--- config.mk ---
export PLATFORM = sky130hd
export DESIGN_NAME = debug_triggers
export DESIGN_NICKNAME = d
export VERILOG_FILES = /design/src/hdl/dbg_trigger_pkg.sv /design/src/hdl/debug_triggers.sv /design/src/hdl/trigger_collect.sv /design/src/hdl/trigger_csr_write.sv /design/src/hdl/trigger_unit.sv
export SDC_FILE = /design/constraint.sdc
export NUM_CORES = 1
export LEC_CHECK = 0
export ABC_AREA = 1
export BUFFER_PORTS_ARGS = -buffer_cell sky130_fd_sc_hd__buf_2
export CAP_MARGIN = 20
export CORE_MARGIN = 2
export CORE_UTILIZATION = 36
export DETAILED_ROUTE_END_ITERATION = 10
export GPL_TIMING_DRIVEN = 0
export SLEW_MARGIN = 20
export SYNTH_ARGS = -nofsm -noshare
export SYNTH_HDL_FRONTEND = slang
export SYNTH_HIERARCHICAL = 1
export SYNTH_SLANG_ARGS = --single-unit
--- constraint.sdc ---
create_clock -name clk -period 3.6 [get_ports clk]
set_input_delay 1.08 -clock clk [delete_from_list [all_inputs] [get_ports clk]]
set_output_delay 1.08 -clock clk [all_outputs]
set_load 0.005 [all_outputs]
--- src/hdl/dbg_trigger_pkg.sv ---
// Assumes 4 triggers, mcontrol6 and etrigger only, M and U privilege only; tdata3/tinfo absent
package dbg_trigger_pkg;

  //////////////////////////////////////////////////
  // Trigger count
  //////////////////////////////////////////////////

  localparam int unsigned NUM_TRIGGERS = 4;
  localparam int unsigned TSEL_W       = $clog2(NUM_TRIGGERS); // Trigger index width

  // Privilege levels seen by the match logic
  typedef enum logic [1:0] {
    PRIV_U = 2'b00,
    PRIV_M = 2'b11
  } priv_lvl_e;

  // tdata1.type encodings that are implemented
  typedef enum logic [3:0] {
    TT_ETRIGGER  = 4'd5,
    TT_MCONTROL6 = 4'd6,
    TT_DISABLED  = 4'd15
  } ttype_e;

  // Address compare rules (mcontrol6.match)
  typedef enum logic [3:0] {
    MATCH_EQ = 4'd0,                 // Equal
    MATCH_GE = 4'd2,                 // Greater or equal
    MATCH_LT = 4'd3                  // Less than
  } match_e;

  //////////////////////////////////////////////////
  // tdata1 views
  //////////////////////////////////////////////////

  // Address/data match trigger
  typedef struct packed {
    ttype_e     ttype;               // 31:28
    logic       dmode;               // 27
    logic [10:0] rsvd_26_16;         // vs, vu, hit, select, timing, size
    logic [3:0] action;              // 15:12
    logic       chain;               // 11, tied low
    match_e     match;               // 10:7
    logic       m;                   // 6
    logic [1:0] rsvd_5_4;            // S mode not present
    logic       u;                   // 3
    logic       execute;             // 2
    logic       store;               // 1
    logic       load;                // 0
  } mcontrol6_t;

  // Exception trigger
  typedef struct packed {
    ttype_e      ttype;              // 31:28
    logic        dmode;              // 27
    logic [16:0] rsvd_26_10;         // hit, vs, vu and zeros
    logic        m;                  // 9
    logic [1:0]  rsvd_8_7;           // S mode not present
    logic        u;                  // 6
    logic [5:0]  action;             // 5:0
  } etrigger_t;

  // Same 32 bits, type field shared by both views
  typedef union packed {
    mcontrol6_t mc;
    etrigger_t  et;
  } tdata1_u;

  //////////////////////////////////////////////////
  // Constants
  //////////////////////////////////////////////////

  // Disabled trigger, dmode set
  localparam logic [31:0] TDATA1_RST = {TT_DISABLED, 1'b1, 27'd0};

  // Exception codes 0, 1, 2, 3, 5, 7, 8 and 11
  localparam logic [31:0] ETRIGGER_MASK = 32'h0000_09AF;

  // Action value for entering debug mode
  localparam int unsigned ACTION_DEBUG = 1;

endpackage

--- src/hdl/debug_triggers.sv ---
// Debug trigger block top; CSR writes are assumed to come from debug mode only
module debug_triggers (
  input  logic                       clk,
  input  logic                       rst_n_i,

  // CSR write port
  input  logic [31:0]                csr_wdata_i,
  input  logic                       tselect_we_i,
  input  logic                       tdata1_we_i,
  input  logic                       tdata2_we_i,

  // CSR read data
  output logic [31:0]                tselect_rdata_o,
  output logic [31:0]                tdata1_rdata_o,
  output logic [31:0]                tdata2_rdata_o,

  // IF stage
  input  logic [31:0]                pc_if_i,
  input  dbg_trigger_pkg::priv_lvl_e priv_if_i,

  // EX stage LSU
  input  logic                       lsu_valid_i,
  input  logic [31:0]                lsu_addr_i,
  input  logic                       lsu_we_i,
  input  logic [3:0]                 lsu_be_i,
  input  dbg_trigger_pkg::priv_lvl_e priv_ex_i,

  // WB stage exception
  input  logic                       exc_valid_i,
  input  logic [10:0]                exc_cause_i,
  input  dbg_trigger_pkg::priv_lvl_e priv_wb_i,

  input  logic                       debug_mode_i,

  // Trigger matches
  output logic                       trigger_match_if_o,  // Instruction address
  output logic                       trigger_match_ex_o,  // Load/store address
  output logic                       etrigger_wb_o        // Exception
);

  import dbg_trigger_pkg::*;

  logic [TSEL_W-1:0]       tselect;
  tdata1_u                 tdata1_wdata;        // Resolved write data
  logic [31:0]             tdata2_wdata;
  logic [NUM_TRIGGERS-1:0] tdata1_we;
  logic [NUM_TRIGGERS-1:0] tdata2_we;
  tdata1_u                 tdata1_q [NUM_TRIGGERS];
  logic [31:0]             tdata2_q [NUM_TRIGGERS];
  tdata1_u                 sel_tdata1;          // Selected trigger, for WARL and readback
  logic [31:0]             sel_tdata2;
  logic [NUM_TRIGGERS-1:0] match_if;
  logic [NUM_TRIGGERS-1:0] match_ex;
  logic [NUM_TRIGGERS-1:0] etrig_wb;

  //////////////////////////////////////////////////
  // CSR write resolution
  //////////////////////////////////////////////////

  trigger_csr_write csr_write_i (
    .clk            (clk),
    .rst_n_i        (rst_n_i),
    .csr_wdata_i    (csr_wdata_i),
    .tselect_we_i   (tselect_we_i),
    .tdata1_we_i    (tdata1_we_i),
    .tdata2_we_i    (tdata2_we_i),
    .sel_tdata1_i   (sel_tdata1),
    .sel_tdata2_i   (sel_tdata2),
    .tselect_o      (tselect),
    .tdata1_wdata_o (tdata1_wdata),
    .tdata2_wdata_o (tdata2_wdata),
    .tdata1_we_o    (tdata1_we),
    .tdata2_we_o    (tdata2_we)
  );

  // One unit per trigger
  for (genvar i = 0; i < NUM_TRIGGERS; i++) begin : gen_trig
    trigger_unit unit_i (
      .clk            (clk),
      .rst_n_i        (rst_n_i),
      .tdata1_wdata_i (tdata1_wdata),
      .tdata1_we_i    (tdata1_we[i]),
      .tdata2_wdata_i (tdata2_wdata),
      .tdata2_we_i    (tdata2_we[i]),
      .pc_if_i        (pc_if_i),
      .priv_if_i      (priv_if_i),
      .lsu_valid_i    (lsu_valid_i),
      .lsu_addr_i     (lsu_addr_i),
      .lsu_we_i       (lsu_we_i),
      .lsu_be_i       (lsu_be_i),
      .priv_ex_i      (priv_ex_i),
      .exc_valid_i    (exc_valid_i),
      .exc_cause_i    (exc_cause_i),
      .priv_wb_i      (priv_wb_i),
      .debug_mode_i   (debug_mode_i),
      .tdata1_o       (tdata1_q[i]),
      .tdata2_o       (tdata2_q[i]),
      .match_if_o     (match_if[i]),
      .match_ex_o     (match_ex[i]),
      .etrig_wb_o     (etrig_wb[i])
    );
  end

  //////////////////////////////////////////////////
  // Readback and match combine
  //////////////////////////////////////////////////

  trigger_collect collect_i (
    .tselect_i          (tselect),
    .tdata1_i           (tdata1_q),
    .tdata2_i           (tdata2_q),
    .match_if_i         (match_if),
    .match_ex_i         (match_ex),
    .etrig_wb_i         (etrig_wb),
    .sel_tdata1_o       (sel_tdata1),
    .sel_tdata2_o       (sel_tdata2),
    .trigger_match_if_o (trigger_match_if_o),
    .trigger_match_ex_o (trigger_match_ex_o),
    .etrigger_wb_o      (etrigger_wb_o)
  );

  assign tselect_rdata_o = 32'(tselect);   // Zero extended index
  assign tdata1_rdata_o  = sel_tdata1;
  assign tdata2_rdata_o  = sel_tdata2;

endmodule

--- src/hdl/trigger_collect.sv ---
// Readback mux for the selected trigger; tselect is assumed already in range
module trigger_collect (
  // Index of the selected trigger
  input  logic [dbg_trigger_pkg::TSEL_W-1:0]       tselect_i,

  // Registers of all triggers
  input  dbg_trigger_pkg::tdata1_u                 tdata1_i [dbg_trigger_pkg::NUM_TRIGGERS],
  input  logic [31:0]                              tdata2_i [dbg_trigger_pkg::NUM_TRIGGERS],

  // Per-trigger matches
  input  logic [dbg_trigger_pkg::NUM_TRIGGERS-1:0] match_if_i,
  input  logic [dbg_trigger_pkg::NUM_TRIGGERS-1:0] match_ex_i,
  input  logic [dbg_trigger_pkg::NUM_TRIGGERS-1:0] etrig_wb_i,

  // Selected registers
  output dbg_trigger_pkg::tdata1_u                 sel_tdata1_o,
  output logic [31:0]                              sel_tdata2_o,

  // Combined matches
  output logic                                     trigger_match_if_o,
  output logic                                     trigger_match_ex_o,
  output logic                                     etrigger_wb_o
);

  import dbg_trigger_pkg::*;

  //////////////////////////////////////////////////
  // Readback
  //////////////////////////////////////////////////

  always_comb begin
    sel_tdata1_o = tdata1_i[0];      // Default trigger 0
    sel_tdata2_o = tdata2_i[0];
    for (int i = 1; i < NUM_TRIGGERS; i++) begin
      if (tselect_i == TSEL_W'(i)) begin
        sel_tdata1_o = tdata1_i[i];
        sel_tdata2_o = tdata2_i[i];
      end
    end
  end

  // Any trigger hitting raises the stage output
  assign trigger_match_if_o = |match_if_i;
  assign trigger_match_ex_o = |match_ex_i;
  assign etrigger_wb_o      = |etrig_wb_i;

endmodule

--- src/hdl/trigger_csr_write.sv ---
// tselect is WARL 0..NUM_TRIGGERS-1; tdata1 writes of type other than 5 or 6 resolve to disabled
module trigger_csr_write (
  input  logic                                    clk,
  input  logic                                    rst_n_i,

  // CSR write port from the core
  input  logic [31:0]                             csr_wdata_i,
  input  logic                                    tselect_we_i,
  input  logic                                    tdata1_we_i,
  input  logic                                    tdata2_we_i,

  // Registers of the selected trigger
  input  dbg_trigger_pkg::tdata1_u                sel_tdata1_i,
  input  logic [31:0]                             sel_tdata2_i,

  // Resolved write data and per-trigger enables
  output logic [dbg_trigger_pkg::TSEL_W-1:0]      tselect_o,
  output dbg_trigger_pkg::tdata1_u                tdata1_wdata_o,
  output logic [31:0]                             tdata2_wdata_o,
  output logic [dbg_trigger_pkg::NUM_TRIGGERS-1:0] tdata1_we_o,
  output logic [dbg_trigger_pkg::NUM_TRIGGERS-1:0] tdata2_we_o
);

  import dbg_trigger_pkg::*;

  logic [TSEL_W-1:0] tselect_q;
  logic              tselect_legal;   // Written index in range
  tdata1_u           wdata_view;      // Raw write data, decoded both ways
  tdata1_u           tdata1_res;      // WARL resolved tdata1
  logic              tdata2_illegal;  // Selected tdata2 has codes outside the mask

  //////////////////////////////////////////////////
  // tselect
  //////////////////////////////////////////////////

  assign tselect_legal = (csr_wdata_i < 32'(NUM_TRIGGERS));

  always_ff @(posedge clk or negedge rst_n_i) begin
    if (!rst_n_i) begin
      tselect_q <= '0;
    end else if (tselect_we_i && tselect_legal) begin
      tselect_q <= csr_wdata_i[TSEL_W-1:0];  // Illegal values keep the old index
    end
  end

  assign tselect_o = tselect_q;

  //////////////////////////////////////////////////
  // tdata1 WARL
  //////////////////////////////////////////////////

  assign wdata_view     = csr_wdata_i;
  assign tdata2_illegal = |(sel_tdata2_i & ~ETRIGGER_MASK);

  always_comb begin
    tdata1_res = TDATA1_RST;                 // Default: disabled trigger
    case (wdata_view.mc.ttype)
      TT_MCONTROL6: begin
        tdata1_res            = '0;
        tdata1_res.mc.ttype   = TT_MCONTROL6;
        tdata1_res.mc.dmode   = 1'b1;        // Debug mode access only
        tdata1_res.mc.action  = 4'(ACTION_DEBUG);
        tdata1_res.mc.m       = wdata_view.mc.m;
        tdata1_res.mc.u       = wdata_view.mc.u;
        tdata1_res.mc.execute = wdata_view.mc.execute;
        tdata1_res.mc.store   = wdata_view.mc.store;
        tdata1_res.mc.load    = wdata_view.mc.load;
        // Match is WARL (0, 2, 3)
        case (wdata_view.mc.match)
          MATCH_EQ, MATCH_GE, MATCH_LT: tdata1_res.mc.match = wdata_view.mc.match;
          default:                      tdata1_res.mc.match = MATCH_EQ;
        endcase
      end
      TT_ETRIGGER: begin
        // Only accepted when tdata2 holds implemented codes
        if (!tdata2_illegal) begin
          tdata1_res           = '0;
          tdata1_res.et.ttype  = TT_ETRIGGER;
          tdata1_res.et.dmode  = 1'b1;
          tdata1_res.et.m      = wdata_view.et.m;   // Bit 9
          tdata1_res.et.u      = wdata_view.et.u;   // Bit 6
          tdata1_res.et.action = 6'(ACTION_DEBUG);
        end
      end
      default: ;                             // mcontrol type 2 and unknown types
    endcase
  end

  assign tdata1_wdata_o = tdata1_res;

  // Etrigger only holds implemented exception codes
  assign tdata2_wdata_o = (sel_tdata1_i.mc.ttype == TT_ETRIGGER) ?
                          (csr_wdata_i & ETRIGGER_MASK) : csr_wdata_i;

  // One-hot enables to the selected trigger
  always_comb begin
    for (int i = 0; i < NUM_TRIGGERS; i++) begin
      tdata1_we_o[i] = tdata1_we_i && (tselect_q == TSEL_W'(i));
      tdata2_we_o[i] = tdata2_we_i && (tselect_q == TSEL_W'(i));
    end
  end

endmodule

--- src/hdl/trigger_unit.sv ---
// One trigger; write data arrives already WARL resolved, all matches are combinational
module trigger_unit (
  input  logic                       clk,
  input  logic                       rst_n_i,

  // CSR write
  input  dbg_trigger_pkg::tdata1_u   tdata1_wdata_i,
  input  logic                       tdata1_we_i,
  input  logic [31:0]                tdata2_wdata_i,
  input  logic                       tdata2_we_i,

  // IF stage
  input  logic [31:0]                pc_if_i,
  input  dbg_trigger_pkg::priv_lvl_e priv_if_i,

  // EX stage LSU
  input  logic                       lsu_valid_i,
  input  logic [31:0]                lsu_addr_i,
  input  logic                       lsu_we_i,
  input  logic [3:0]                 lsu_be_i,
  input  dbg_trigger_pkg::priv_lvl_e priv_ex_i,

  // WB stage exception
  input  logic                       exc_valid_i,
  input  logic [10:0]                exc_cause_i,
  input  dbg_trigger_pkg::priv_lvl_e priv_wb_i,

  input  logic                       debug_mode_i,

  // Register contents and matches
  output dbg_trigger_pkg::tdata1_u   tdata1_o,
  output logic [31:0]                tdata2_o,
  output logic                       match_if_o,
  output logic                       match_ex_o,
  output logic                       etrig_wb_o
);

  import dbg_trigger_pkg::*;

  tdata1_u     tdata1_q;
  logic [31:0] tdata2_q;
  logic        is_mc;              // Address match trigger
  logic        is_et;              // Exception trigger
  logic        if_hit;             // PC compare result
  logic [1:0]  lsu_lo_lsb;         // Lowest accessed byte offset
  logic [1:0]  lsu_hi_lsb;         // Highest accessed byte offset
  logic        lsu_byte_hit;       // Some enabled byte at tdata2[1:0]
  logic        lsu_hit;            // LSU compare result
  logic        lsu_dir_ok;         // Load/store direction enabled
  logic        exc_hit;            // Cause bit set in tdata2

  // Privilege qualifier shared by all stages
  function automatic logic priv_ok(input logic m, input logic u, input priv_lvl_e priv);
    return (m && (priv == PRIV_M)) || (u && (priv == PRIV_U));
  endfunction

  //////////////////////////////////////////////////
  // Registers
  //////////////////////////////////////////////////

  always_ff @(posedge clk or negedge rst_n_i) begin
    if (!rst_n_i) begin
      tdata1_q <= TDATA1_RST;
      tdata2_q <= '0;
    end else begin
      if (tdata1_we_i) tdata1_q <= tdata1_wdata_i;
      if (tdata2_we_i) tdata2_q <= tdata2_wdata_i;
    end
  end

  assign tdata1_o = tdata1_q;
  assign tdata2_o = tdata2_q;

  assign is_mc = (tdata1_q.mc.ttype == TT_MCONTROL6);
  assign is_et = (tdata1_q.et.ttype == TT_ETRIGGER);

  //////////////////////////////////////////////////
  // Instruction address (IF)
  //////////////////////////////////////////////////

  always_comb begin
    case (tdata1_q.mc.match)
      MATCH_GE: if_hit = (pc_if_i >= tdata2_q);
      MATCH_LT: if_hit = (pc_if_i < tdata2_q);
      default:  if_hit = (pc_if_i == tdata2_q);
    endcase
  end

  assign match_if_o = is_mc && tdata1_q.mc.execute && if_hit && !debug_mode_i &&
                      priv_ok(tdata1_q.mc.m, tdata1_q.mc.u, priv_if_i);

  //////////////////////////////////////////////////
  // Load/store address (EX)
  //////////////////////////////////////////////////

  // Byte span of the access from the byte enables
  always_comb begin
    lsu_lo_lsb = 2'b00;
    lsu_hi_lsb = 2'b00;
    for (int b = 0; b < 4; b++) begin
      if (lsu_be_i[b]) begin
        lsu_hi_lsb = 2'(b);          // Last set bit wins
      end
    end
    for (int b = 3; b >= 0; b--) begin
      if (lsu_be_i[b]) begin
        lsu_lo_lsb = 2'(b);          // First set bit wins
      end
    end
  end

  assign lsu_byte_hit = |(lsu_be_i & (4'b0001 << tdata2_q[1:0]));

  always_comb begin
    case (tdata1_q.mc.match)
      MATCH_GE: lsu_hit = ({lsu_addr_i[31:2], lsu_hi_lsb} >= tdata2_q);
      MATCH_LT: lsu_hit = ({lsu_addr_i[31:2], lsu_lo_lsb} < tdata2_q);
      default:  lsu_hit = (lsu_addr_i[31:2] == tdata2_q[31:2]) && lsu_byte_hit;
    endcase
  end

  assign lsu_dir_ok = (tdata1_q.mc.load && !lsu_we_i) || (tdata1_q.mc.store && lsu_we_i);

  assign match_ex_o = is_mc && lsu_valid_i && lsu_dir_ok && lsu_hit && !debug_mode_i &&
                      priv_ok(tdata1_q.mc.m, tdata1_q.mc.u, priv_ex_i);

  //////////////////////////////////////////////////
  // Exception trigger (WB)
  //////////////////////////////////////////////////

  // Causes of 32 and above never hit
  assign exc_hit = exc_valid_i && (exc_cause_i < 11'd32) && tdata2_q[exc_cause_i[4:0]];

  assign etrig_wb_o = is_et && exc_hit && !debug_mode_i &&
                      priv_ok(tdata1_q.et.m, tdata1_q.et.u, priv_wb_i);

endmodule

Yosys cells after proc, flatten, opt, wreduce, memory -nomap -nowiden
Index checks and enable logic that the tools add are counted.
W data, S select, Z words.
Cells by class
  magnitude comparators: 19
  add/sub/neg operators: 0
  multiply operators: 0
  reduce and logical (&&, ||, !) cells: 130
  eq/ne operators: 35
  shift operators: 4
  bitwise gates (word level): 4
  multiplexer cells: 33
  div/mod/pow operators: 0
Operators by type and width (number)
  $ge A32 B32 Y1: 8
  $lt A32 B32 Y1: 8
  $mux W32: 8
  $eq A32 B32 Y1: 4
  $eq A30 B30 Y1: 4
  $logic_and A1 B1 Y1: 98
  $pmux W32 S2: 1
  $eq A4 B3 Y1 const B: 11
  $eq A4 B2 Y1 const B: 10
  $lt A32 B3 Y1 const B: 1
  $reduce_or A4 Y1: 7
  $reduce_or A24 Y1: 1
  $bmux W1 S5: 4
  $and A4 B4 Y4: 4
  $logic_or A1 B1 Y1: 16
  $pmux W1 S2: 8
  $shl A1 B2 Y4 const A: 4
  $mux W2: 6
  $lt A11 B6 Y1 const B: 1
  $eq A2 B2 Y1 const B: 5
  $logic_not A2 Y1: 4
  $lt A5 B6 Y1 const B: 1
  $mux W1: 5
  $logic_not A4 Y1: 1
  4 further kinds: 5
Storage, ports and cells
  bits in registers: 258
  input port bits: 126
  bits in latches: 0
  memory bits (read-only): 0
  memories kept: 0
  RAM bits: 0
  word-level logic and storage cells: 234

Logic depth before layout (Yosys ltp)
Gate-level depths: netlist of the first run.
  depth in word-level cells: 10
  mapped depth: 18
  gate-level depth less buffers: 18

Cells and area by module
The synthesis of the first run kept the hierarchy.
By module, submodules not included
  trigger_unit (gen_trig[0].unit_i ...): instances 2, area an instance 4440.5 µm², cells an instance 537, seq. area each 1607.8 µm²
  trigger_unit (gen_trig[2].unit_i): instances 1, area an instance 4441.8 µm², cells an instance 541, seq. area each 1607.8 µm²
  trigger_unit (gen_trig[3].unit_i): instances 1, area an instance 4438.0 µm², cells an instance 539, seq. area each 1607.8 µm²
  trigger_collect: instances 1, area an instance 2592.5 µm², cells an instance 629, seq. area each 0.0 µm²
  trigger_csr_write: instances 1, area an instance 880.8 µm², cells an instance 174, seq. area each 50.0 µm²
  debug_triggers: instances 1, area an instance 229.0 µm², cells an instance 31, seq. area each 0.0 µm²

Worst setup path before layout of the first run
No wires, ideal clock.
  path kind: input to output
  start: input port lsu_be_i[2]
  end: output port trigger_match_ex_o
  data required time: 2.520 ns
  arrival time: 2.286 ns
  path slack: 0.234 ns
  stages on the path: 18
  cell sequence: nor2_1 nor3_1 ha_1 inv_1 a21oi_1 nand2_1 nand2_1 nand2_1 nand2_1 nand2_1 nand2_1 nand2_1 nand2_1 nand2_1 nand2_1 a21oi_2 nor2_1 nand2_1
On the way
  word-level cells in the longest chain between the ends: 9
  elaborated cells on any way between the ends: 42
  classes of those cells: order compare: 8; mux: 9; bitwise: 4; reduce/logical: 21
RTL lines
  start: declaration: line debug_triggers.sv:25  | input logic [3:0] lsu_be_i,
  $mux W2 (3 in series): line trigger_unit.sv:106  | if (lsu_be_i[b]) begin
  $lt A32 B32 Y1: line trigger_unit.sv:117  | MATCH_LT: lsu_hit = ({lsu_addr_i[31:2], lsu_lo_lsb} < tdata2_q);
  $pmux W1 S2 (*): line trigger_unit.sv:115  | case (tdata1_q.mc.match)
  $logic_and A1 B1 Y1 (*) (3 in series): line trigger_unit.sv:124  | assign match_ex_o = is_mc && lsu_valid_i && lsu_dir_ok && lsu_hit && !debug_mode_i &&
  via match_ex[3]: line debug_triggers.sv:53  | logic [NUM_TRIGGERS-1:0] match_ex;
  $reduce_or A4 Y1 (*): line trigger_collect.sv:44  | assign trigger_match_ex_o = |match_ex_i;
  end: declaration: line debug_triggers.sv:37  | output logic trigger_match_ex_o,
Mark *: on every way through the listed nets, which the timed path passes. The rest lies on a longest branch.

Worst setup path in the final report of the first run
  start: input port lsu_addr_i[23]
  end: output port trigger_match_ex_o
On the way
  word-level cells in the longest chain between the ends: 7
  elaborated cells on any way between the ends: 33
  classes of those cells: order compare: 8; eq/ne: 4; mux: 4; reduce/logical: 17
RTL lines
  start: declaration: line debug_triggers.sv:23  | input logic [31:0] lsu_addr_i,
  branches (longest 2 deep; another with $lt A32 B32 Y1)
  $pmux W1 S2 (*): line trigger_unit.sv:115
  $logic_and A1 B1 Y1 (*) (3 in series): line trigger_unit.sv:124
  via match_ex[3]: line debug_triggers.sv:53
  $reduce_or A4 Y1 (*): line trigger_collect.sv:44
Mark *: on every way through the listed nets, which the timed path passes.

==> results.md, run 1 <==
* Synth top cells by count: nand2_1 (820), inv_1 (401), ha_1 (260)
* Total design power at 8.95 mW
* Critical Path End Type: output port
* Latest clock arrival within the worst-skew pair at 560 ps
* Die ar. at 61600 um^2
* Die Y at 248 um
* Layout cells sized above 1 at 0.226
* DRC violations left at 0
* Setup repair after global routing missed its margin: yes
* Post-synthesis cell area at 21500 um^2
* Total Negative Setup Slacks at -904 ps
* Top flip-flop cell by instance count after synthesis: dfrtp_1
* Vias in the first global route at 20223
* Area of placed instances at 23700 um^2
* Clock root buffer master: clkbuf_16
* Element type at the critical path start: input port
* Final wirelength at 83.8 mm
* Fill cell total of the finished layout at 5974
* Post-layout min period at 4100 ps
* Pwr dens at 335 nW/um^2
* Slew Viols, Final at 0
* Final Hold Viols at 0
* Sequential-to-total area share from yosys stat at 0.302
* Overflow after GRT at 0
* Highest ir drop seen on vdd at 221 uV
* Number of buffers created by CTS at 35
* Initial drt markers at 2001
* Max Fclk at 244 MHz
* Crit share post-route at 1.14
* Vias per cell at 5.26
* Die W at 248 um
* Final worst slack at -496 ps
* Clock sink count at 258
* Fraction of synthesis flops using an asynchronous set or reset pin at 1.00
* Slew margin rel. at 0.257
* Top-area cell type share of the netlist area at 0.277
* Synthesized netlist cell count at 2988
* Path type of the worst setup path: in2out
* Warning count from the yosys run at 6
* Deepest clock path buffer count at 3
* Post-DR wirelength/cell at 20.5 um
* Distinct cell type count after synthesis at 43
* Global-route wire length before repair at 125 mm
* Number of register bits inferred by synthesis at 258
* Leakage power at 13.3 nW
* GP Congestion at 0.958
* Clock slew at reported path FFs at 60 ps
* Critical path peak fanout at 4
* TritonCTS clock tree: built
* Library cell with the highest instance count after synthesis: nand2_1
* P&R area growth vs syn at 24.4%
* Post-route design area at 26700 um^2
* Max Cap Violations at 0
* Top Ports at 225
* Core utilization of the finished layout at 0.452
* Initial antenna violation count at 5
* Max Clock Skew at 21.6 ps
* Pin count of the biggest net entering global routing at 89
* First-pass detailed-route iteration total at 5
* Final Net Count at 3667
* Number of port buffers at 191
* Critical path data arrival time at 3020 ps
* DP Wirelength at 63.1 mm
* Core Area at 59000 um^2
* Transition at the pin with the smallest max-transition slack at 1110 ps
* Initial cell density of the core at 0.364
* Average instance area after synthesis at 7.18 um^2
* Number of H-tree levels at 2
* Via count at 21457
* Leading post-synthesis cells by cell area: dfrtp_1 (28%), ha_1 (15%), nand2_1 (14%)
* Total global-route track usage at 0.270
* Final number of setup-violating endpoints at 3
* Post-synth EDFFs at 0
* Result of the run: complete, but fails checks
* Count of nets left with antenna violations after detail routing at 0
* Failing checks: negative setup slack
* # rows at 89
* Kind of path behind the tightest hold check: in2async
* Cell taking the most area after synthesis: dfrtp_1
* Required time of the critical path at 2520 ps
* Hold bufs inserted after CTS at 0
[where the power goes]
| group | switching, mW | internal [mW] |
|---|---|---|
| Combinational | 1.37 | 0.859 |
| Clock | 1.41 | 2.08 |
| Sequential | 0.127 | 3.09 |
| Total | 2.92 | 6.03 |
[area by class of cell]
type                       count  area [um^2]  area share
clock buffer                  54         1010      0.0377
timing repair buffer         209         1450      0.0542
sequential                   258         6480       0.243
tap                          773          967      0.0362
inverter                     422         1590      0.0595
antenna                        2         5.00    0.000187
buffer                       164         1080      0.0404
multi-input combinational   2191        14000       0.525
clock inverter                10          119     0.00445
[layer usage]
metal  wire (um)  up-vias  GRT usage
met5          38        -          0
met4        4270        6      0.124
met3        7410      203     0.0560
met2       36200      947      0.413
met1       35900    10018      0.367
li1            -    10283          -
[logic make-up (layout without fill, tap and decap cells)]
family,Yosys count,after routing,synth area share
and+or+nand+nor,1287,1287,0.252
muxes,97,97,0.0509
buffers and inverters,586,859,0.118
adders and majority gates,260,260,0.152
DFF,258,258,0.302
other,3,52,0.000525
AOI/OAI and AO/OA,497,497,0.125
[registers in the layout (all words and copies together), names as in the netlist]
| register | count |
|---|---|
| csr_write_i/tselect_o | 2 |
| gen_trig.unit_i/tdata1_o | 128 |
| gen_trig.unit_i/tdata2_o | 128 |
[per-stage QoR]
stage	setup slack [ps]	hold WS (ps)	instances
floorplan	234	476	3035
global placement	-3780	489	3999
detailed placement	-784	495	4002
CTS	-444	508	4076
global route	-526	517	4083
finish	-496	505	4083
[worst paths after layout]
check / start / to / slack, ps / depth (start not counted)
worst max-delay path: lsu_addr_i[23] / trigger_match_ex_o / -500 / 13
worst min-delay path: rst_n_i / gen_trig[1].unit_i/tdata2_o[22] / 510 / 2
worst max register to register: csr_write_i/tselect_o[0] / gen_trig[3].unit_i/tdata1_o[0] / 310 / 15
worst min register to register: gen_trig[1].unit_i/tdata1_o[16] / gen_trig[1].unit_i/tdata1_o[16] / 510 / 1
max in group asynchronous: rst_n_i / gen_trig[0].unit_i/tdata1_o[29] / 1790 / 4
min in group clk: gen_trig[1].unit_i/tdata1_o[16] / gen_trig[1].unit_i/tdata1_o[16] / 510 / 1
[cell usage in the layout, fill, tap and decap left out, types with 7 or more instances in the layout]
cell         n
clkbuf_1    50
o21ai_1     23
nor3_2       9
buf_4       89
ha_1       209
nor3_1      18
buf_6       22
a21oi_2     18
o21a_1      12
a21oi_4      7
clkbuf_16   38
ha_4        51
inv_1      396
nor4_4      10
mux2_2      97
a21oi_1    158
nand3_2     20
nor2_1     126
nor2_2      32
conb_1      50
o21ai_2      9
buf_2      198
o21ai_0    216
nor3b_1      7
dfstp_2     20
inv_2       23
nor2_4      12
nand4_1     19
buf_8        8
nand3_1    190
a31oi_1      8
nand2_1    793
nand2_2     25
dfrtp_1    236
o211ai_1    29
[critical path, cell delays in order]
cell and delay, ps:
buf_6 110, ha_4 280, nand2_4 60, nor2_4 100, nand4_1 290, nor2_4 330
nand3_4 140, a21oi_2 150, nand2_1 80, a21oi_2 100, nor2_1 60, nand2_2 100
buf_2 130
[repair_timing]
action	in CTS	in global routing
setup buffers	9	2
pin swaps	63	59
resized for setup	231	118
setup endpoints to repair	63	30
gates cloned	1	3
Note: power is estimated with default switching activity, not from simulation.
==> run 2: changes to the inputs <==
--- a/config.mk
+++ b/config.mk
@@ -5,13 +5,14 @@
 export SDC_FILE = /design/constraint.sdc
 export NUM_CORES = 1
 export LEC_CHECK = 0
-export ABC_AREA = 1
 export BUFFER_PORTS_ARGS = -buffer_cell sky130_fd_sc_hd__buf_2
 export CAP_MARGIN = 20
 export CORE_MARGIN = 2
 export CORE_UTILIZATION = 36
+export CTS_CLUSTER_SIZE = 12
 export DETAILED_ROUTE_END_ITERATION = 10
 export GPL_TIMING_DRIVEN = 0
+export PLACE_DENSITY = 0.55
 export SLEW_MARGIN = 20
 export SYNTH_ARGS = -nofsm -noshare
 export SYNTH_HDL_FRONTEND = slang
==> results.md, run 2 <==
* Final worst slack at -1190 ps (-690 ps)
* Post-layout min period at 4790 ps (+690 ps)
* Slew margin rel. at 0.431 (+0.174)
* Setup repair after global routing missed its margin: yes
* Number of port buffers at 190 (-0.52%)
* Power spent charging and discharging nets at 2.09 mW (-28%)
* Area of placed instances at 22300 um^2 (-5.9%)
* Design internal power at 5.37 mW (-11%)
* Source of the worst register-to-register timing path: csr_write_i/tselect_o[1]
* Initial antenna violation count at 4 (-1)
* P&R area growth vs syn at 22.1%
* Latest clock arrival within the worst-skew pair at 580 ps (+20 ps)
* Critical path data arrival time at 3710 ps (+690 ps)
* Post-route design area at 24300 um^2 (-9.1%)
* Final Net Count at 2589 (-29%)
* Die Y at 239 um (-3.7%)
* Slew Viols, Final at 0 (unchanged)
* Logic pwr share at 0.176 (-0.074)
* Placed cell count at 2847 (-29%)
* Post-DR wirelength/cell at 25.6 um (+25%)
* Global-route wire length before repair at 110 mm (-12%)
* Minimum setup slack among reg-to-reg paths at 70 ps (-240 ps)
* Sequential share of power at 0.404 (+0.044)
* Sequential-to-total area share from yosys stat at 0.326 (+0.0240)
* Synthesized netlist cell count at 1903 (-36%)
* Total global-route track usage at 0.260 (-0.0101)
* Fill cell total of the finished layout at 5179 (-13%)
* Die W at 239 um (-3.7%)
* Critical Path End Type: output port
* Distinct cell type count after synthesis at 72 (+67%)
* Transition at the pin with the smallest max-transition slack at 851 ps (-264 ps)
* Fraction of synthesis flops using an asynchronous set or reset pin at 1.00 (unchanged)
* Max Fclk at 209 MHz (-14%)
* First-pass detailed-route iteration total at 6 (+1)
* Pwr dens at 307 nW/um^2 (-8.2%)
* Number of buffers created by CTS at 30 (-14%)
* Critical path peak fanout at 4 (unchanged)
* Count of nets left with antenna violations after detail routing at 0 (unchanged)
* Core Area at 54900 um^2 (-7.0%)
* Max Clock Skew at 23.6 ps (+1.91 ps)
* Via count at 16957 (-21%)
* Worst slack at placement at -2340 ps (-1560 ps)
* Clock slew at reported path FFs at 60 ps (about the same)
* # rows at 86 (-3.4%)
* Highest ir drop seen on vdd at 321 uV (+45%)
* Total design power at 7.46 mW (-17%)
* Leakage power at 11.4 nW (-15%)
* Final wirelength at 75.0 mm (-11%)
* Die ar. at 57100 um^2 (-7.2%)
* Kind of path behind the tightest hold check: in2async
* Max Cap Violations at 0 (unchanged)
* Critical register-to-register path endpoint: gen_trig[2].unit_i/tdata1_o[31]
* Library cell with the highest instance count after synthesis: ha_1
* Post-synthesis cell area at 19900 um^2 (-7.4%)
* Clock sink count at 258 (unchanged)
* Warning count from the yosys run at 6 (unchanged)
* Synth top cells by count: ha_1 (260), dfrtp_1 (238), nand2_1 (201)
* DRC violations left at 0 (unchanged)
* Initial cell density of the core at 0.362 (-0.00131)
* TritonCTS clock tree: built
* Hold bufs inserted after CTS at 0 (unchanged)
* Path type of the worst setup path: in2out
* Overflow after GRT at 0 (unchanged)
* Initial drt markers at 1574 (-21%)
* Core utilization of the finished layout at 0.442 (-0.0102)
* Crit share post-route at 1.33 (+0.192)
* Final number of setup-violating endpoints at 3 (unchanged)
* Top Ports at 225 (unchanged)
* Final Hold Viols at 0 (unchanged)
* Required time of the critical path at 2520 ps (about the same)
* Vias in the first global route at 16740 (-17%)
* Result of the run: complete, but fails checks
* Non-filler instance count after layout at 2931 (-28%)
* Total Negative Setup Slacks at -3210 ps (-2300 ps)
* Number of register bits inferred by synthesis at 258 (unchanged)
* Vias per cell at 5.79 (+10%)
* Clock root buffer master: clkbuf_16
* Number of H-tree levels at 1 (-1)
* Top-area cell type share of the netlist area at 0.300 (+0.0220)
* Clock network fraction of design power at 0.420 (+0.030)
* Cell taking the most area after synthesis: dfrtp_1
* Path depth of the worst reg2reg path at 8 (-7)
* Element type at the critical path start: input port
* GP Congestion at 0.972 (+1.5%)
* Most frequent cells in the layout: dfrtp_1 (236), ha_1 (231), nand2_1 (200)
* Failing checks: negative setup slack
* Leading post-synthesis cells by cell area: dfrtp_1 (30%), ha_1 (16%), mux4_2 (12%)
* Layout cells sized above 1 at 0.298 (+0.0717)
* DP Wirelength at 59.1 mm (-6.3%)
* Pin count of the biggest net entering global routing at 101 (+13%)
* Average instance area after synthesis at 10.4 um^2 (+45%)
* Worst Hold Margin at 482 ps (-23.6 ps)
* Most frequent standard cell in the layout excluding fill and tap cells: dfrtp_1
* Post-synth EDFFs at 0 (unchanged)
* Switching portion of total power at 0.280 (-0.0463)
* Top flip-flop cell by instance count after synthesis: dfrtp_1
* Deepest clock path buffer count at 3 (unchanged)
-- run 2: changes by cell type after synthesis, sizes merged, moves of 20 or more --
| cell | previous run | this run |
|---|---|---|
| nand4 | 22 | 43 |
| a21o | 0 | 24 |
| mux2 | 97 | 137 |
| mux4 | 0 | 108 |
| nor2 | 170 | 40 |
| o21ai | 248 | 165 |
| nand2 | 820 | 203 |
| buf | 124 | 91 |
| o211ai | 29 | 9 |
| a21oi | 183 | 98 |
| nand3 | 214 | 41 |
| nor2b | 0 | 27 |
| inv | 420 | 141 |
-- run 2: kinds of logic (layout without fill, tap and decap cells) --
family / count (synthesis) / count (layout) / share of synthesized area
buf+inv: 267 / 543 / 0.0675
compound gates: 376 / 376 / 0.113
simple gates: 490 / 490 / 0.127
fa+ha+maj: 260 / 260 / 0.164
flops: 258 / 258 / 0.326
mux: 249 / 249 / 0.203
other cells: 3 / 51 / 0.000566
-- run 2: worst max-delay path by stage --
stage / from / cells past startpoint / slack, ps / to
final: lsu_addr_i[28] / 11 / -1190 / trigger_match_ex_o
after global routing: pc_if_i[17] / 11 / -1260 / trigger_match_if_o
after CTS: pc_if_i[8] / 11 / -1150 / trigger_match_if_o
after detailed placement: pc_if_i[14] / 12 / -2340 / trigger_match_if_o
after global placement: rst_n_i / 1 / -3350 / gen_trig[2].unit_i/tdata2_o[19]
after floorplan: pc_if_i[5] / 8 / -540 / trigger_match_if_o
-- run 2: layer usage --
metal / global-route usage / vias up / part of all wire
met5: 0 / - / 0.00036
met4: 0.0968 / 4 / 0.042
met3: 0.0442 / 162 / 0.071
met2: 0.424 / 663 / 0.46
met1: 0.348 / 8524 / 0.42
li1: - / 7604 / -
-- run 2: final cells by class --
| class | count | area (um^2) | area share |
|---|---|---|---|
| antenna | 1 | 2.50 | 0.000103 |
| multi-input combinational | 1425 | 13000 | 0.535 |
| clock buffer | 47 | 906 | 0.0373 |
| timing repair buffer | 221 | 1420 | 0.0584 |
| inverter | 141 | 529 | 0.0218 |
| buffer | 126 | 972 | 0.0401 |
| sequential | 258 | 6480 | 0.267 |
| tap | 704 | 881 | 0.0363 |
| clock inverter | 8 | 97.6 | 0.00402 |
-- run 2: power groups by stage --
stage	Sequential (mW)	Combinational [mW]	Clock, mW
floorplan	3.04	0.622	0
global placement	3.06	1.13	0
detailed placement	3.06	1.18	0
CTS	3.01	1.27	3.19
global route	3.01	1.42	3.31
finish	3.01	1.31	3.14
-- run 2: critical path, stage by stage --
cell	delay (ps)
buf_4	150
ha_1	280
and4_4	250
nand2_2	100
or4b_1	520
nand4_1	220
nand2_1	90
a31oi_1	210
a211oi_2	70
or4_4	590
buf_6	140
-- run 2: what timing repair did --
action	CTS	global route
setup buffers	23	6
resized for setup	116	37
pin swaps	34	23
setup endpoints to repair	83	3
hold endpoints to repair	0	0
==> run 3: changes to the inputs <==
==> constraint.sdc (replaced) <==
create_clock -name clk -period 5.8 [get_ports clk]
set_input_delay 1.74 -clock clk [delete_from_list [all_inputs] [get_ports clk]]
set_output_delay 1.74 -clock clk [all_outputs]
set_load 0.005 [all_outputs]
==> results.md, run 3 (synthesized netlist as in run 2, its figures left out) <==
* Layout cells sized above 1 at 0.309 (+0.0113)
* Busiest layer in global routing: met2
* Required time of the critical path at 4060 ps (+1540 ps)
* Worst Hold Margin at 481 ps (-0.845 ps)
* Transition at the pin with the smallest max-transition slack at 1070 ps (+220 ps)
* Slew Viols, Final at 0 (unchanged)
* P&R area growth vs syn at 23.8%
* GP Congestion at 0.990 (+1.8%)
* Latest clock arrival within the worst-skew pair at 570 ps (about the same)
* Setup repair after global routing missed its margin: yes
* Clock sink count at 258 (unchanged)
* Final wirelength at 75.5 mm (+0.69%)
* Count of nets left with antenna violations after detail routing at 0 (unchanged)
* Minimum setup slack among reg-to-reg paths at 1920 ps (+1850 ps)
* Slew margin rel. at 0.276 (-0.155)
* Final number of setup-violating endpoints at 3 (unchanged)
* Leakage power at 11.5 nW (+1.2%)
* Number of H-tree levels at 2 (+1)
* Non-filler instance count after layout at 2937 (+0.20%)
* Max Cap Violations at 0 (unchanged)
* Result of the run: complete, but fails checks
* First-pass detailed-route iteration total at 5 (-1)
* Pwr dens at 198 nW/um^2 (-36%)
* Total global-route track usage at 0.263 (+0.00281)
* Overflow after GRT at 0 (unchanged)
* Post-layout min period at 6140 ps
* Element type at the critical path start: input port
* Met2 Usage GRT at 0.415 (-0.00881)
* Clock slew at reported path FFs at 60 ps (about the same)
* Kind of path behind the tightest hold check: reg2reg
* Met3 capacity usage during global routing at 0.0536 (+0.00935)
* Source of the worst register-to-register timing path: csr_write_i/tselect_o[1]
* Via count at 17159 (+1.2%)
* DP Wirelength at 59.6 mm (+0.86%)
* DRC violations left at 0 (unchanged)
* Most frequent standard cell in the layout excluding fill and tap cells: dfrtp_1
* Top Ports at 225 (unchanged)
* TritonCTS clock tree: built
* Highest ir drop seen on vdd at 161 uV (-50%)
* Max Clock Skew at 41.2 ps (+17.6 ps)
* Crit share post-route at 1.06
* Failing checks: negative setup slack
* Most frequent cells in the layout: dfrtp_1 (238), ha_1 (221), nand2_1 (201)
* Deepest clock path buffer count at 3 (unchanged)
* Die ar. at 57100 um^2 (unchanged)
* Vias in the first global route at 17144 (+2.4%)
* Path depth of the worst reg2reg path at 8 (unchanged)
* Timing endpoint of the critical path: trigger_match_if_o
* Total design power at 4.87 mW (-35%)
* Path type of the worst setup path: in2out
* Worst slack at placement at -1290 ps (+1050 ps)
* Critical Path End Type: output port
* Placed cell count at 2848 (+0.035%)
* Launching instance or port of the critical path: pc_if_i[31]
* Clock root buffer master: clkbuf_16
* Die W at 239 um (unchanged)
* Pin count of the biggest net entering global routing at 80 (-21%)
* Critical register-to-register path endpoint: gen_trig[2].unit_i/tdata1_o[31]
* Final Hold Viols at 0 (unchanged)
* Final Net Count at 2592 (+0.12%)
* Die Y at 239 um (unchanged)
* Initial cell density of the core at 0.362 (unchanged)
* Initial drt markers at 1382 (-12%)
* Critical path peak fanout at 4 (unchanged)
* Initial antenna violation count at 3 (-1)
* Fraction of met1 tracks used by global routing at 0.346 (-0.00181)
* Final worst slack at -335 ps (+851 ps)
* Max Fclk at 163 MHz
* Global-route wire length before repair at 110 mm (+0.38%)
* Post-DR wirelength/cell at 25.7 um (+0.48%)
* Critical path data arrival time at 4400 ps (+690 ps)
* Vias per cell at 5.84 (+0.98%)
* # rows at 86 (unchanged)
* Number of port buffers at 190 (unchanged)
* Number of buffers created by CTS at 34 (+13%)
* Core Area at 54900 um^2 (unchanged)
==> run 3: cell types whose count changed in the layout (fill, tap and decap cells not counted), moves of 5 or more <==
cell,change
buf_4,-7
a21oi_1,-5
ha_4,+9
o21ai_1,-6
a21oi_2,+5
buf_6,+11
ha_1,-10
==> run 3: worst min-delay path by stage <==
stage	endpoint	from	depth (start not counted)	slack [ps]
6_report	gen_trig[2].unit_i/tdata1_o[14]	gen_trig[2].unit_i/tdata1_o[14]	1	480
5_1_grt	gen_trig[2].unit_i/tdata1_o[24]	gen_trig[2].unit_i/tdata1_o[24]	1	490
4_1_cts	gen_trig[2].unit_i/tdata1_o[16]	gen_trig[2].unit_i/tdata1_o[16]	1	480
3_5_place_dp	gen_trig[2].unit_i/tdata1_o[16]	gen_trig[2].unit_i/tdata1_o[16]	1	470
3_3_place_gp	gen_trig[2].unit_i/tdata1_o[14]	gen_trig[2].unit_i/tdata1_o[14]	1	460
2_1_floorplan	gen_trig[2].unit_i/tdata1_o[11]	gen_trig[2].unit_i/tdata1_o[11]	1	450
==> run 3: routing by layer <==
| layer | up-vias | part of all wire |
|---|---|---|
| li1 | 7611 | - |
| met1 | 8547 | 0.41 |
| met2 | 810 | 0.46 |
| met3 | 189 | 0.080 |
| met4 | 2 | 0.052 |
| met5 | - | 0.00011 |
==> run 3: final cells by class <==
| type | instances | area [um^2] |
|---|---|---|
| antenna | 1 | 2.50 |
| buffer | 126 | 898 |
| clock buffer | 47 | 981 |
| clock inverter | 15 | 168 |
| fill | 5174 | 30300 |
| inverter | 141 | 529 |
| multi-input combinational | 1425 | 13200 |
| sequential | 258 | 6480 |
| tap | 704 | 881 |
| timing repair buffer | 220 | 1470 |
==> run 3: report_power, final <==
group	total, mW	internal, mW	switching, mW
Clock	2.17	1.29	0.880
Combinational	0.833	0.353	0.480
Sequential	1.87	1.84	0.0294
==> run 3: critical path, stage by stage <==
cell and delay (ps):
buf_2 170, ha_1 350, nand4_1 200, buf_4 220
nor4_4 350, nand2_1 110, o211ai_1 300, nor2_1 90
o221a_1 240, or4_4 480, buf_6 140
==> run 3: timing repair <==
item | 4_1_cts | 5_1_grt
endpoints found under the setup margin | 3 | 3
hold buffers | 0 | 0
buffers inserted | 23 | 4
gates resized for setup | 170 | 52
pin swaps | 46 | 39
==> run 3: metrics by stage <==
stage                     area [um^2]   util  TNS, ps
after global routing            24600  0.449     -632
after floorplan                 20100      -        0
after CTS                       24300  0.443     -432
after global placement          21900  0.399  -431440
after detailed placement        22000  0.401    -3060
final                           24600  0.449     -594
